### src/common/mpu_pkg.sv
`default_nettype none

package mpu_pkg;

  //////////////////////////////////////////////////
  // Sizes
  //////////////////////////////////////////////////

  localparam int ADDR_W          = 32;
  localparam int DATA_W          = 32;
  localparam int PMA_NUM_REGIONS = 4;
  localparam int MAX_OUTSTANDING = 2;

  // Counter and queue pointer widths
  localparam int CNT_W       = $clog2(MAX_OUTSTANDING + 1);
  localparam int QUEUE_PTR_W = (MAX_OUTSTANDING > 1) ? $clog2(MAX_OUTSTANDING) : 1;

  //////////////////////////////////////////////////
  // Enums
  //////////////////////////////////////////////////

  typedef enum logic [1:0] {
    MPU_OK       = 2'b00,
    MPU_RE_FAULT = 2'b01,
    MPU_WR_FAULT = 2'b10
  } mpu_status_e;

  typedef enum logic [1:0] {
    MPU_IDLE     = 2'b00,
    MPU_ERR_WAIT = 2'b01,
    MPU_ERR_RESP = 2'b10
  } mpu_state_e;

  //////////////////////////////////////////////////
  // Region attributes
  //////////////////////////////////////////////////

  // Bounds are word addresses, low inclusive and high exclusive
  typedef struct packed {
    logic [ADDR_W-3:0] word_addr_low;
    logic [ADDR_W-3:0] word_addr_high;
    logic              main;
    logic              bufferable;
    logic              cacheable;
  } pma_cfg_t;

  localparam pma_cfg_t PMA_R_DEFAULT = '{word_addr_low: '0, word_addr_high: '0,
                                         main: 1'b1, bufferable: 1'b0, cacheable: 1'b0};

  // Region 1 overlaps the upper half of region 0
  localparam pma_cfg_t PMA_CFG [PMA_NUM_REGIONS] = '{
    '{word_addr_low: 30'h0000_0000, word_addr_high: 30'h0000_4000,
      main: 1'b1, bufferable: 1'b1, cacheable: 1'b1},
    '{word_addr_low: 30'h0000_2000, word_addr_high: 30'h0000_8000,
      main: 1'b0, bufferable: 1'b0, cacheable: 1'b0},
    '{word_addr_low: 30'h0400_0000, word_addr_high: 30'h0400_4000,
      main: 1'b1, bufferable: 1'b1, cacheable: 1'b0},
    '{word_addr_low: 30'h0800_0000, word_addr_high: 30'h0800_0400,
      main: 1'b0, bufferable: 1'b0, cacheable: 1'b0}
  };

  //////////////////////////////////////////////////
  // Transfers
  //////////////////////////////////////////////////

  typedef struct packed {
    logic [ADDR_W-1:0] addr;
    logic              we;
    logic [DATA_W-1:0] wdata;
    logic              misaligned;
  } core_req_t;

  // memtype bit 0 bufferable, bit 1 cacheable
  typedef struct packed {
    logic [ADDR_W-1:0] addr;
    logic              we;
    logic [DATA_W-1:0] wdata;
    logic [1:0]        memtype;
  } bus_req_t;

  typedef struct packed {
    logic [DATA_W-1:0] rdata;
    mpu_status_e       status;
  } core_resp_t;

endpackage

`default_nettype wire

### src/mpu_port/pma_lookup.sv
`timescale 1ns/100ps
`default_nettype none

module pma_lookup import mpu_pkg::*; (
  input  wire logic [ADDR_W-1:0] addr_i,
  input  wire logic              instr_side_i,
  input  wire logic              we_i,
  input  wire logic              misaligned_i,
  output logic                   err_o,
  output logic [1:0]             memtype_o
);

  logic [ADDR_W-3:0] word_addr;
  logic [PMA_NUM_REGIONS-1:0] hit;
  pma_cfg_t cfg;

  // The two low address bits never take part in matching
  assign word_addr = addr_i[ADDR_W-1:2];

  //////////////////////////////////////////////////
  // Region match
  //////////////////////////////////////////////////

  always_comb begin
    for (int i = 0; i < PMA_NUM_REGIONS; i++) begin
      hit[i] = (word_addr >= PMA_CFG[i].word_addr_low) &&
               (word_addr < PMA_CFG[i].word_addr_high);
    end
  end

  // Walk down from the top so the lowest matching index is the last written
  always_comb begin
    cfg = PMA_R_DEFAULT;
    for (int i = PMA_NUM_REGIONS - 1; i >= 0; i--) begin
      if (hit[i]) begin
        cfg = PMA_CFG[i];
      end
    end
  end

  //////////////////////////////////////////////////
  // Attribute decision
  //////////////////////////////////////////////////

  // Fetches and misaligned accesses are only allowed in main memory
  assign err_o = (instr_side_i || misaligned_i) && !cfg.main;

  assign memtype_o[1] = cfg.cacheable;
  // Bufferable only applies to data writes
  assign memtype_o[0] = cfg.bufferable && we_i && !instr_side_i;

endmodule

`default_nettype wire

### src/mpu_port/mpu_port.sv
`timescale 1ns/100ps
`default_nettype none

module mpu_port import mpu_pkg::*; (
  input  wire logic              clk,
  input  wire logic              rst_n,

  // Core side
  input  wire logic              core_req_valid_i,
  input  wire core_req_t         core_req_i,
  output logic                   core_req_ready_o,
  output logic                   core_resp_valid_o,
  output core_resp_t             core_resp_o,

  // Toward the arbiter
  output bus_req_t               bus_req_o,
  output logic                   bus_req_valid_o,
  input  wire logic              bus_req_ready_i,
  input  wire logic              bus_resp_valid_i,
  input  wire logic [DATA_W-1:0] bus_rdata_i,

  input  wire logic              instr_side_i
);

  logic             pma_err;
  logic [1:0]       pma_memtype;
  logic             idle;
  logic             err_accept;
  logic             bus_accept;
  logic             err_resp;
  mpu_state_e       state_q;
  mpu_state_e       state_d;
  logic             err_we_q;
  logic [CNT_W-1:0] outstanding_q;
  logic [CNT_W-1:0] outstanding_d;

  pma_lookup i_pma_lookup (
    .addr_i       (core_req_i.addr),
    .instr_side_i (instr_side_i),
    .we_i         (core_req_i.we),
    .misaligned_i (core_req_i.misaligned),
    .err_o        (pma_err),
    .memtype_o    (pma_memtype)
  );

  //////////////////////////////////////////////////
  // Request path
  //////////////////////////////////////////////////

  assign idle = (state_q == MPU_IDLE);

  assign bus_req_o.addr    = core_req_i.addr;
  assign bus_req_o.we      = core_req_i.we;
  assign bus_req_o.wdata   = core_req_i.wdata;
  assign bus_req_o.memtype = pma_memtype;

  // Blocked requests never reach the arbiter
  assign bus_req_valid_o = core_req_valid_i && !pma_err && idle;

  // A blocked request is taken at once, an allowed one waits for a grant
  assign core_req_ready_o = idle && (pma_err ? core_req_valid_i : bus_req_ready_i);

  assign err_accept = core_req_valid_i && pma_err && idle;
  assign bus_accept = bus_req_valid_o && bus_req_ready_i;

  //////////////////////////////////////////////////
  // Response path
  //////////////////////////////////////////////////

  assign err_resp = (state_q == MPU_ERR_RESP);

  assign core_resp_valid_o  = bus_resp_valid_i || err_resp;
  assign core_resp_o.rdata  = err_resp ? '0 : bus_rdata_i;
  assign core_resp_o.status = !err_resp ? MPU_OK  :
                              err_we_q  ? MPU_WR_FAULT : MPU_RE_FAULT;

  // Own transactions still on the bus
  always_comb begin
    outstanding_d = outstanding_q;
    if (bus_accept && !bus_resp_valid_i) begin
      outstanding_d = outstanding_q + CNT_W'(1);
    end else if (!bus_accept && bus_resp_valid_i) begin
      outstanding_d = outstanding_q - CNT_W'(1);
    end
  end

  //////////////////////////////////////////////////
  // Error response FSM
  //////////////////////////////////////////////////

  always_comb begin
    state_d = state_q;
    case (state_q)
      MPU_IDLE: begin
        if (err_accept) begin
          state_d = (outstanding_d == '0) ? MPU_ERR_RESP : MPU_ERR_WAIT;
        end
      end
      // Hold the fault back until earlier reads are answered
      MPU_ERR_WAIT: begin
        if (outstanding_d == '0) begin
          state_d = MPU_ERR_RESP;
        end
      end
      MPU_ERR_RESP: state_d = MPU_IDLE;
      default:      state_d = MPU_IDLE;
    endcase
  end

  always_ff @(posedge clk or negedge rst_n) begin
    if (!rst_n) begin
      state_q       <= MPU_IDLE;
      err_we_q      <= 1'b0;
      outstanding_q <= '0;
    end else begin
      state_q       <= state_d;
      outstanding_q <= outstanding_d;
      if (err_accept) begin
        err_we_q <= core_req_i.we;
      end
    end
  end

endmodule

`default_nettype wire

### src/source/bus_arbiter.sv
`timescale 1ns/100ps
`default_nettype none

module bus_arbiter import mpu_pkg::*; (
  input  wire logic     clk,
  input  wire logic     rst_n,

  input  wire bus_req_t instr_req_i,
  input  wire logic     instr_valid_i,
  output logic          instr_ready_o,

  input  wire bus_req_t data_req_i,
  input  wire logic     data_valid_i,
  output logic          data_ready_o,

  output bus_req_t      bus_req_o,
  output logic          bus_req_valid_o,
  input  wire logic     bus_req_ready_i,
  input  wire logic     bus_resp_valid_i,

  output logic          instr_resp_valid_o,
  output logic          data_resp_valid_o
);

  logic                   sel_data;
  logic                   queue_full;
  logic                   can_issue;
  logic                   push;
  logic                   pop;
  logic                   head_data;
  logic                   prio_data_q;
  logic                   lock_q;
  logic                   lock_sel_q;
  logic [CNT_W-1:0]       count_q;
  logic [QUEUE_PTR_W-1:0] wr_ptr_q;
  logic [QUEUE_PTR_W-1:0] rd_ptr_q;
  logic                   id_mem_q [MAX_OUTSTANDING];

  function automatic logic [QUEUE_PTR_W-1:0] ptr_inc(input logic [QUEUE_PTR_W-1:0] ptr);
    logic [QUEUE_PTR_W-1:0] last;
    last = QUEUE_PTR_W'(MAX_OUTSTANDING - 1);
    return (ptr == last) ? '0 : ptr + QUEUE_PTR_W'(1);
  endfunction

  //////////////////////////////////////////////////
  // Grant
  //////////////////////////////////////////////////

  // A request left waiting on the bus keeps its grant
  always_comb begin
    if (lock_q) begin
      sel_data = lock_sel_q;
    end else if (instr_valid_i && data_valid_i) begin
      sel_data = prio_data_q;
    end else begin
      sel_data = data_valid_i;
    end
  end

  assign queue_full      = (count_q == CNT_W'(MAX_OUTSTANDING));
  assign can_issue       = bus_req_ready_i && !queue_full;
  assign bus_req_valid_o = (instr_valid_i || data_valid_i) && !queue_full;
  assign bus_req_o       = sel_data ? data_req_i : instr_req_i;
  assign instr_ready_o   = can_issue && instr_valid_i && !sel_data;
  assign data_ready_o    = can_issue && data_valid_i && sel_data;

  //////////////////////////////////////////////////
  // In-order response routing
  //////////////////////////////////////////////////

  assign push      = bus_req_valid_o && bus_req_ready_i;
  assign pop       = bus_resp_valid_i && (count_q != '0);
  assign head_data = id_mem_q[rd_ptr_q];

  assign instr_resp_valid_o = pop && !head_data;
  assign data_resp_valid_o  = pop && head_data;

  always_ff @(posedge clk) begin
    if (push) begin
      id_mem_q[wr_ptr_q] <= sel_data;
    end
  end

  always_ff @(posedge clk or negedge rst_n) begin
    if (!rst_n) begin
      prio_data_q <= 1'b1;
      lock_q      <= 1'b0;
      lock_sel_q  <= 1'b0;
      count_q     <= '0;
      wr_ptr_q    <= '0;
      rd_ptr_q    <= '0;
    end else begin
      lock_q     <= bus_req_valid_o && !bus_req_ready_i;
      lock_sel_q <= sel_data;
      if (push) begin
        prio_data_q <= !sel_data;
        wr_ptr_q    <= ptr_inc(wr_ptr_q);
      end
      if (pop) begin
        rd_ptr_q <= ptr_inc(rd_ptr_q);
      end
      if (push && !pop) begin
        count_q <= count_q + CNT_W'(1);
      end else if (!push && pop) begin
        count_q <= count_q - CNT_W'(1);
      end
    end
  end

endmodule

`default_nettype wire

### src/source/mpu_top.sv
`timescale 1ns/100ps
`default_nettype none

module mpu_top import mpu_pkg::*; (
  input  wire logic              clk,
  input  wire logic              rst_n,

  // Instruction fetch port
  input  wire logic              instr_core_req_valid_i,
  input  wire core_req_t         instr_core_req_i,
  output logic                   instr_core_req_ready_o,
  output logic                   instr_core_resp_valid_o,
  output core_resp_t             instr_core_resp_o,

  // Data port
  input  wire logic              data_core_req_valid_i,
  input  wire core_req_t         data_core_req_i,
  output logic                   data_core_req_ready_o,
  output logic                   data_core_resp_valid_o,
  output core_resp_t             data_core_resp_o,

  // Shared bus
  output bus_req_t               bus_req_o,
  output logic                   bus_req_valid_o,
  input  wire logic              bus_req_ready_i,
  input  wire logic              bus_resp_valid_i,
  input  wire logic [DATA_W-1:0] bus_rdata_i
);

  bus_req_t instr_bus_req;
  logic     instr_bus_valid;
  logic     instr_bus_ready;
  logic     instr_resp_valid;
  bus_req_t data_bus_req;
  logic     data_bus_valid;
  logic     data_bus_ready;
  logic     data_resp_valid;

  mpu_port i_instr_port (
    .clk               (clk),
    .rst_n             (rst_n),
    .core_req_valid_i  (instr_core_req_valid_i),
    .core_req_i        (instr_core_req_i),
    .core_req_ready_o  (instr_core_req_ready_o),
    .core_resp_valid_o (instr_core_resp_valid_o),
    .core_resp_o       (instr_core_resp_o),
    .bus_req_o         (instr_bus_req),
    .bus_req_valid_o   (instr_bus_valid),
    .bus_req_ready_i   (instr_bus_ready),
    .bus_resp_valid_i  (instr_resp_valid),
    .bus_rdata_i       (bus_rdata_i),
    .instr_side_i      (1'b1)
  );

  mpu_port i_data_port (
    .clk               (clk),
    .rst_n             (rst_n),
    .core_req_valid_i  (data_core_req_valid_i),
    .core_req_i        (data_core_req_i),
    .core_req_ready_o  (data_core_req_ready_o),
    .core_resp_valid_o (data_core_resp_valid_o),
    .core_resp_o       (data_core_resp_o),
    .bus_req_o         (data_bus_req),
    .bus_req_valid_o   (data_bus_valid),
    .bus_req_ready_i   (data_bus_ready),
    .bus_resp_valid_i  (data_resp_valid),
    .bus_rdata_i       (bus_rdata_i),
    .instr_side_i      (1'b0)
  );

  // Read data fans out to both ports, the arbiter steers only the valids
  bus_arbiter i_bus_arbiter (
    .clk                (clk),
    .rst_n              (rst_n),
    .instr_req_i        (instr_bus_req),
    .instr_valid_i      (instr_bus_valid),
    .instr_ready_o      (instr_bus_ready),
    .data_req_i         (data_bus_req),
    .data_valid_i       (data_bus_valid),
    .data_ready_o       (data_bus_ready),
    .bus_req_o          (bus_req_o),
    .bus_req_valid_o    (bus_req_valid_o),
    .bus_req_ready_i    (bus_req_ready_i),
    .bus_resp_valid_i   (bus_resp_valid_i),
    .instr_resp_valid_o (instr_resp_valid),
    .data_resp_valid_o  (data_resp_valid)
  );

endmodule

`default_nettype wire

### config.mk
export PLATFORM = sky130hd
export DESIGN_NAME = mpu_top
export DESIGN_NICKNAME = d
export VERILOG_FILES = /design/src/common/mpu_pkg.sv /design/src/mpu_port/pma_lookup.sv /design/src/mpu_port/mpu_port.sv /design/src/source/bus_arbiter.sv /design/src/source/mpu_top.sv
export SDC_FILE = /design/constraint.sdc
export NUM_CORES = 1
export LEC_CHECK = 0
export BUFFER_PORTS_ARGS = -buffer_cell sky130_fd_sc_hd__buf_4
export CAP_MARGIN = 15
export CORE_AREA = 4 4 118 120
export DETAILED_ROUTE_END_ITERATION = 16
export DIE_AREA = 0 0 122 124
export PLACE_DENSITY = 0.61
export SYNTH_ARGS = -nofsm -noshare
export SYNTH_HDL_FRONTEND = slang
export SYNTH_HIERARCHICAL = 1
export SYNTH_SLANG_ARGS = --single-unit
### constraint.sdc
create_clock -name clk -period 2.3 [get_ports clk]
set_input_delay 0.23 -clock clk [delete_from_list [all_inputs] [get_ports clk]]
set_output_delay 0.23 -clock clk [all_outputs]
set_load 0.05 [all_outputs]
==> key figures, run 1 <==
Floorplanning
  • Die Footprint: 15100 um^2
  • Rows: 42
  • Die extent in y: 124 um
  • Die W: 122 um
  • Core area: 13000 um^2
  • # IOs: 310
  • Starting Density: 27.0%

Global routing
  • GRT Total Usage: 16.2%
  • First-pass GRT wire length: 19.5 mm
  • Vias in the first global route: 3703
  • Initial antenna violation count: 0
  • Total gr overflow: 0
  • Largest net degree at the start of global routing: 36

Timing
  • RSZ-0062 raised after global routing: true
  • Fin Hold WS: 151 ps
  • Final setup fails: 69
  • Max Clock Freq: 0.398 GHz
  • Tcrit/Tclk final: 109%
  • Max-slew violations: 0
  • Slew @ Worst Pin: 534 ps
  • Min Tclk post-route: 2510 ps
  • Endpoints failing hold: 0
  • Slew headroom: 64.3%
  • Clock skew: 3.87 ps
  • Fin worst setup slack: -214 ps

Clock tree
  • Clk_lat worst skew: 250 ps
  • Worst-path clk slew: 60 ps
  • H-tree levels: 1
  • Total CTS buffers: 3
  • TritonCTS sink count: 19
  • Root buffer cell: clkbuf_16
  • Max clock buf depth: 2
  • CTS tree: done

Logic synthesis
  • Top FF cell, synth: dfrtp_1
  • XOR/XNOR Fraction of Synth Area: 2.75%
  • Post-synth EDFFs: 2
  • Largest family of logic cells by synthesized area: buffers and inverters
  • Post-synth cell types: 38
  • Mapped Cells: 411
  • Ys Warns: 6
  • Avg Inst Size Synth: 8.53 um^2
  • Cell area after synthesis: 3500 um^2
  • Post-synthesis compound-gate area fraction: 4.03%
  • Post-synthesis sequential area ratio: 13.9%
  • Synthesized-area fraction occupied by adder cells: 0.357%
  • #FFs+latches synth: 19
  • Post-synthesis mux area share: 22.7%
  • Share of async-settable or async-resettable flops after synthesis: 89.5%
  • Synth Area in Simple Gates: 24.9%

Placement
  • Placed Cells incl. Taps: 807
  • Buffers on Ports: 309
  • DP HPWL: 11.2 mm
  • Setup WS pre-CTS: -369 ps
  • Final GP Congestion: 0.846

Hold path
  • Hold path startpoint: bus_req_ready_i
  • Worst hold stages: 2
  • Hold Crit Class: in -> reg
  • Worst Hold Path EP: i_bus_arbiter/lock_q

Worst setup path
  • Critical Path RT: 2070 ps
  • Critical path startpoint category: input port
  • Largest stage delay, worst path: 310 ps
  • R2R Setup Slk: 230 ps
  • Slowest stage cell, crit path: mux2_4
  • CP Capture Type: primary output
  • Crit path top cell by count: buf_8
  • Worst r2r src: i_data_port/state_q[0]
  • CP Max Fanout: 6
  • Worst r2r dst: i_instr_port/outstanding_q[1]
  • CP arrival: 2280 ps
  • Crit-path cells: buf_6 -> nor4_4 -> nand2_1 -> nor3_4 -> nor4b_4 -> nor2b_4 -> o21ai_4 -> buf_12 -> buf_16 -> buf_8 -> mux2_4 -> buf_8
  • Critical path class: in -> out
  • Reg2reg path depth: 10

Cells and area
  • Final nets: 819
  • Number of diodes: 0
  • Share of layout cells above drive strength 1: 73.3%
  • Post-Layout Cell Count: 823
  • Layout area overhead: 86.8%
  • Core Util, Final: 50.4%
  • Commonest cells after routing, fill and taps aside: buf_4, and2_1, buf_8, mux2_4, buf_6
  • Layout fillers: 1165
  • Commonest non-fill, non-tap cell in the layout: buf_4

Routing
  • Total wire length after detailed routing: 14.0 mm
  • Vias: 3537
  • DRC marker count from the first detailed-route iteration: 113
  • Average wire per standard cell: 17.0 um
  • # DRC: 0
  • Detail Route Antenna Nets: 0
  • Drt pass-1 iters: 4
  • Via-to-Cell Ratio: 4.30

Power and ir drop
  • P_leak: 0.00325 uW
  • Peak ir drop on the vdd network: 0.000736 V
  • PwrDens: 752 nW/um^2

Outcome
  • Violated checks: negative setup slack
  • Status: finished with violations

Run
  • Max cap viols: 0
## synthesized netlist by cell type (3+ instances only)
library cell,number,share of area (%)
mux2_2,61,20
mux2_1,6,1.9
dfrtp_1,16,11
nor4_2,6,2.1
nand2b_1,14,2.5
nor2b_1,4,0.71
xnor2_1,7,1.7
buf_4,133,28
nor2_1,19,2.0
nor3_1,8,1.1
and2_1,64,11
inv_1,7,0.75
nand2_1,7,0.75
o21ai_0,3,0.43
xor2_1,4,1.0
nor4_1,4,0.71
clkbuf_1,6,0.64
buf_6,4,1.3
a21oi_1,4,0.57
a31oi_1,4,0.71
mux2i_1,4,1.1
## how the worst max path moves through the flow
stage                                    start  slack, ps  cells past startpoint                     end
after global routing       data_core_req_i[57]       -330                     14  instr_core_req_ready_o
final                     instr_core_req_i[64]       -210                     12           bus_req_o[22]
after global placement     data_core_req_i[50]       -310                     12           bus_req_o[44]
after detailed placement   data_core_req_i[50]       -370                     12           bus_req_o[41]
after CTS                 instr_core_req_i[64]       -310                     11           bus_req_o[65]
after floorplan            data_core_req_i[50]       -320                     10   data_core_req_ready_o
## sequential cells by signal, summed over array words and instances (netlist names), 2 cells and up
signal                      cells
i_bus_arbiter/count_q           2
i_bus_arbiter/id_mem_q          2
i_data_port/outstanding_q       2
i_data_port/state_q             2
i_instr_port/outstanding_q      2
i_instr_port/state_q            2
## report_power, final
part	switching [uW]	internal [uW]	total [uW]	leakage [uW]
registers	104	454	558	0.000221
logic	2090	1900	3990	0.00299
clock network	135	235	371	0.0000371
total	2330	2590	4920	0.00325
## through the flow
step                power, uW  TNS [ps]  instance area, um^2
floorplan                2810      -589                 3570
global placement         3680    -18470                 5450
detailed placement       3710    -21980                 5450
CTS                      4870    -19390                 6460
global route             5130    -19900                 6550
finish                   4920    -12280                 6550
## critical path: cells and delay by family
| family | cells | cell delay, ps |
|---|---|---|
| simple gates | 5 | 900 |
| buf+inv | 5 | 630 |
| mux | 1 | 310 |
| compound gates | 1 | 210 |
## repair_timing
action / in CTS / in global routing
setup buffers: 9 / 3
resized for setup: 202 / 20
hold endpoints to repair: 16 / 0
cloned: 2 / 0
endpoints found under the setup margin: 69 / 71
pin swaps: 15 / 10
hold buffers: 1 / 0
## area by class of cell
type | count | area (um^2) | area share (%)
Clock inverter | 1 | 7.51 | 0.115
Multi-Input combinational cell | 244 | 2290 | 35.0
Inverter | 7 | 26.3 | 0.401
Tap cell | 176 | 220 | 3.36
Sequential cell | 19 | 487 | 7.44
Clock buffer | 3 | 75.1 | 1.15
Timing Repair Buffer | 373 | 3440 | 52.6
## per-layer routing
layer | up-vias | track usage, % | share of wire [%]
li1 | 1711 | - | -
met1 | 1660 | 17.7 | 36
met2 | 147 | 32.4 | 55
met3 | 19 | 2.86 | 7.1
met4 | 0 | 3.15 | 1.6
met5 | - | 0 | 0
## logic make-up (layout without fill, tap and decap cells)
| group | Yosys count | in the layout |
|---|---|---|
| buffers and inverters | 150 | 384 |
| and+or+nand+nor | 137 | 137 |
| muxes | 71 | 71 |
| AOI/OAI and AO/OA | 20 | 20 |
| DFF | 19 | 19 |
| xor gates and xnor gates | 11 | 11 |
| other | 2 | 4 |
| adders and majority gates | 1 | 1 |
No activity file was read; power rests on OpenSTA's default activity.
==> run 2: changes to the inputs <==
clock period = 2.1 ns   (was 2.3 ns; I/O delays follow)
==> run 2 against run 1 <==
First-iteration DRC count increased by 20%. Total power increased by 9.0%. Clock skew about the same. Global-route usage decreased by 0.41 points. Sequential share of layout area about the same. Clock power increased by 8.6%. Flip-flop and latch count unchanged. Clock-buffer cell count unchanged. The flow still finishes with violations (negative setup slack).
==> key figures, run 2 (synthesis results as in run 1) <==
Power and ir drop
  • Peak ir drop on the vdd network: 0.000753 V
  • P_leak: 0.00330 uW
  • PwrDens: 818 nW/um^2

Clock tree
  • Clk_lat worst skew: 250 ps
  • Max clock buf depth: 2
  • Worst-path clk slew: 60 ps
  • Total CTS buffers: 3
  • CTS tree: done
  • Root buffer cell: clkbuf_16
  • H-tree levels: 1
  • TritonCTS sink count: 19

Routing
  • # DRC: 0
  • Drt pass-1 iters: 4
  • Average wire per standard cell: 16.7 um
  • Detail Route Antenna Nets: 0
  • Total wire length after detailed routing: 13.7 mm
  • Vias: 3474
  • Via-to-Cell Ratio: 4.22
  • DRC marker count from the first detailed-route iteration: 136

Worst setup path
  • R2R Setup Slk: 100 ps
  • Crit path top cell by count: buf_12
  • Critical path class: in -> out
  • Slowest stage cell, crit path: nor4b_4
  • Reg2reg path depth: 8
  • Critical path startpoint category: input port
  • Worst r2r src: i_data_port/state_q[1]
  • CP Capture Type: primary output
  • WP buf/inv: 5
  • Crit-path cells: buf_6 -> nor2b_4 -> a31oi_4 -> nor3_4 -> nor4b_4 -> nand2b_1 -> o21ai_4 -> buf_12 -> buf_16 -> buf_12 -> mux2_4 -> buf_8
  • CP arrival: 2230 ps
  • Critical Path RT: 1890 ps
  • Largest stage delay, worst path: 320 ps
  • CP Max Fanout: 7
  • Top delay family on crit path: simple AND/OR/NAND/NOR gates
  • Worst r2r dst: i_data_port/outstanding_q[1]

Floorplanning
  • Die Footprint: 15100 um^2
  • Die W: 122 um
  • # IOs: 310
  • Die extent in y: 124 um
  • Rows: 42
  • Core area: 13000 um^2
  • Starting Density: 27.0%

Placement
  • DP HPWL: 11.5 mm
  • Placement Cell Area: 5710 um^2
  • Setup WS pre-CTS: -400 ps
  • Buffers on Ports: 309
  • Final GP Congestion: 0.760

Timing
  • Slew @ Worst Pin: 558 ps
  • Max-slew violations: 0
  • Min Tclk post-route: 2440 ps
  • Clock skew: 3.78 ps
  • Endpoints failing hold: 0
  • Fin worst setup slack: -336 ps
  • Tcrit/Tclk final: 116%
  • Max Clock Freq: 0.410 GHz
  • Final setup fails: 69
  • RSZ-0062 raised after global routing: true
  • Slew headroom: 62.7%

Global routing
  • Largest net degree at the start of global routing: 36
  • Vias in the first global route: 3566
  • First-pass GRT wire length: 19.0 mm
  • Initial antenna violation count: 0
  • GRT Total Usage: 15.8%
  • Total gr overflow: 0

Outcome
  • Status: finished with violations
  • Violated checks: negative setup slack

Hold path
  • Worst Hold Path EP: i_bus_arbiter/lock_q
  • Hold Crit Class: in -> reg
  • Hold path startpoint: bus_req_ready_i
  • Worst hold stages: 2

Cells and area
  • Share of layout cells above drive strength 1: 73.7%
  • Commonest cells after routing, fill and taps aside: buf_4, mux2_4, buf_6, and2_1, nor2_1
  • Final nets: 819
  • Commonest non-fill, non-tap cell in the layout: buf_4
  • Register Area: 487 um^2
  • Area of the multi-input gates: 2390 um^2
  • Number of diodes: 0
  • Layout fillers: 1157
  • Design Area, Final: 6560 um^2
  • Layout area overhead: 87.1%

Run
  • Max cap viols: 0
[run 2: through the flow]
stage | instances | util (%) | total power, uW | setup TNS, ps | hold slack (ps)
floorplan | 413 | - | 3310 | -6940 | -85.6
global placement | 804 | 44.0 | 4270 | -27270 | 90.7
detailed placement | 804 | 44.0 | 4320 | -27380 | 97.3
CTS | 817 | 49.0 | 5200 | -22140 | 136
global route | 823 | 50.5 | 5590 | -27970 | 140
finish | 823 | 50.5 | 5360 | -20400 | 143
[run 2: worst max path at each step]
stage | from | end | slack (ps) | cells after the start
3_5_place_dp | data_core_req_i[50] | bus_req_o[11] | -400 | 11
6_report | data_core_req_i[50] | bus_req_o[35] | -340 | 12
5_1_grt | instr_core_req_i[55] | bus_req_o[35] | -450 | 12
4_1_cts | instr_core_req_i[55] | bus_req_o[35] | -370 | 12
3_3_place_gp | data_core_req_i[50] | bus_req_o[18] | -400 | 11
2_1_floorplan | data_core_req_i[50] | data_core_req_ready_o | -480 | 10
[run 2: cell type report]
| cell class | count | share of cell area [%] |
|---|---|---|
| clock inverter | 1 | 0.115 |
| clock buffer | 3 | 1.15 |
| timing repair buffer | 373 | 51.2 |
| sequential | 19 | 7.42 |
| multi-input combinational | 244 | 36.4 |
| inverter | 7 | 0.401 |
| tap | 176 | 3.36 |
[run 2: layer usage]
layer | wire length [um] | global-route usage, % | vias up
li1 | - | - | 1706
met1 | 5200 | 19.2 | 1612
met2 | 7490 | 30.2 | 146
met3 | 910 | 2.36 | 10
met4 | 131 | 1.68 | 0
met5 | 0 | 0 | -
[run 2: power breakdown]
group	switching, uW	total, uW	internal (uW)
Combinational	2280	4350	2070
Sequential	112	609	498
Clock	146	403	257
[run 2: repair_timing]
action                                  CTS  global route
resized for setup                       112            23
pin swaps                                 6            11
hold buffers                              1             0
setup buffers                             7             5
hold endpoints to repair                 16             0
endpoints found under the setup margin   71            74
gates cloned                              2             3
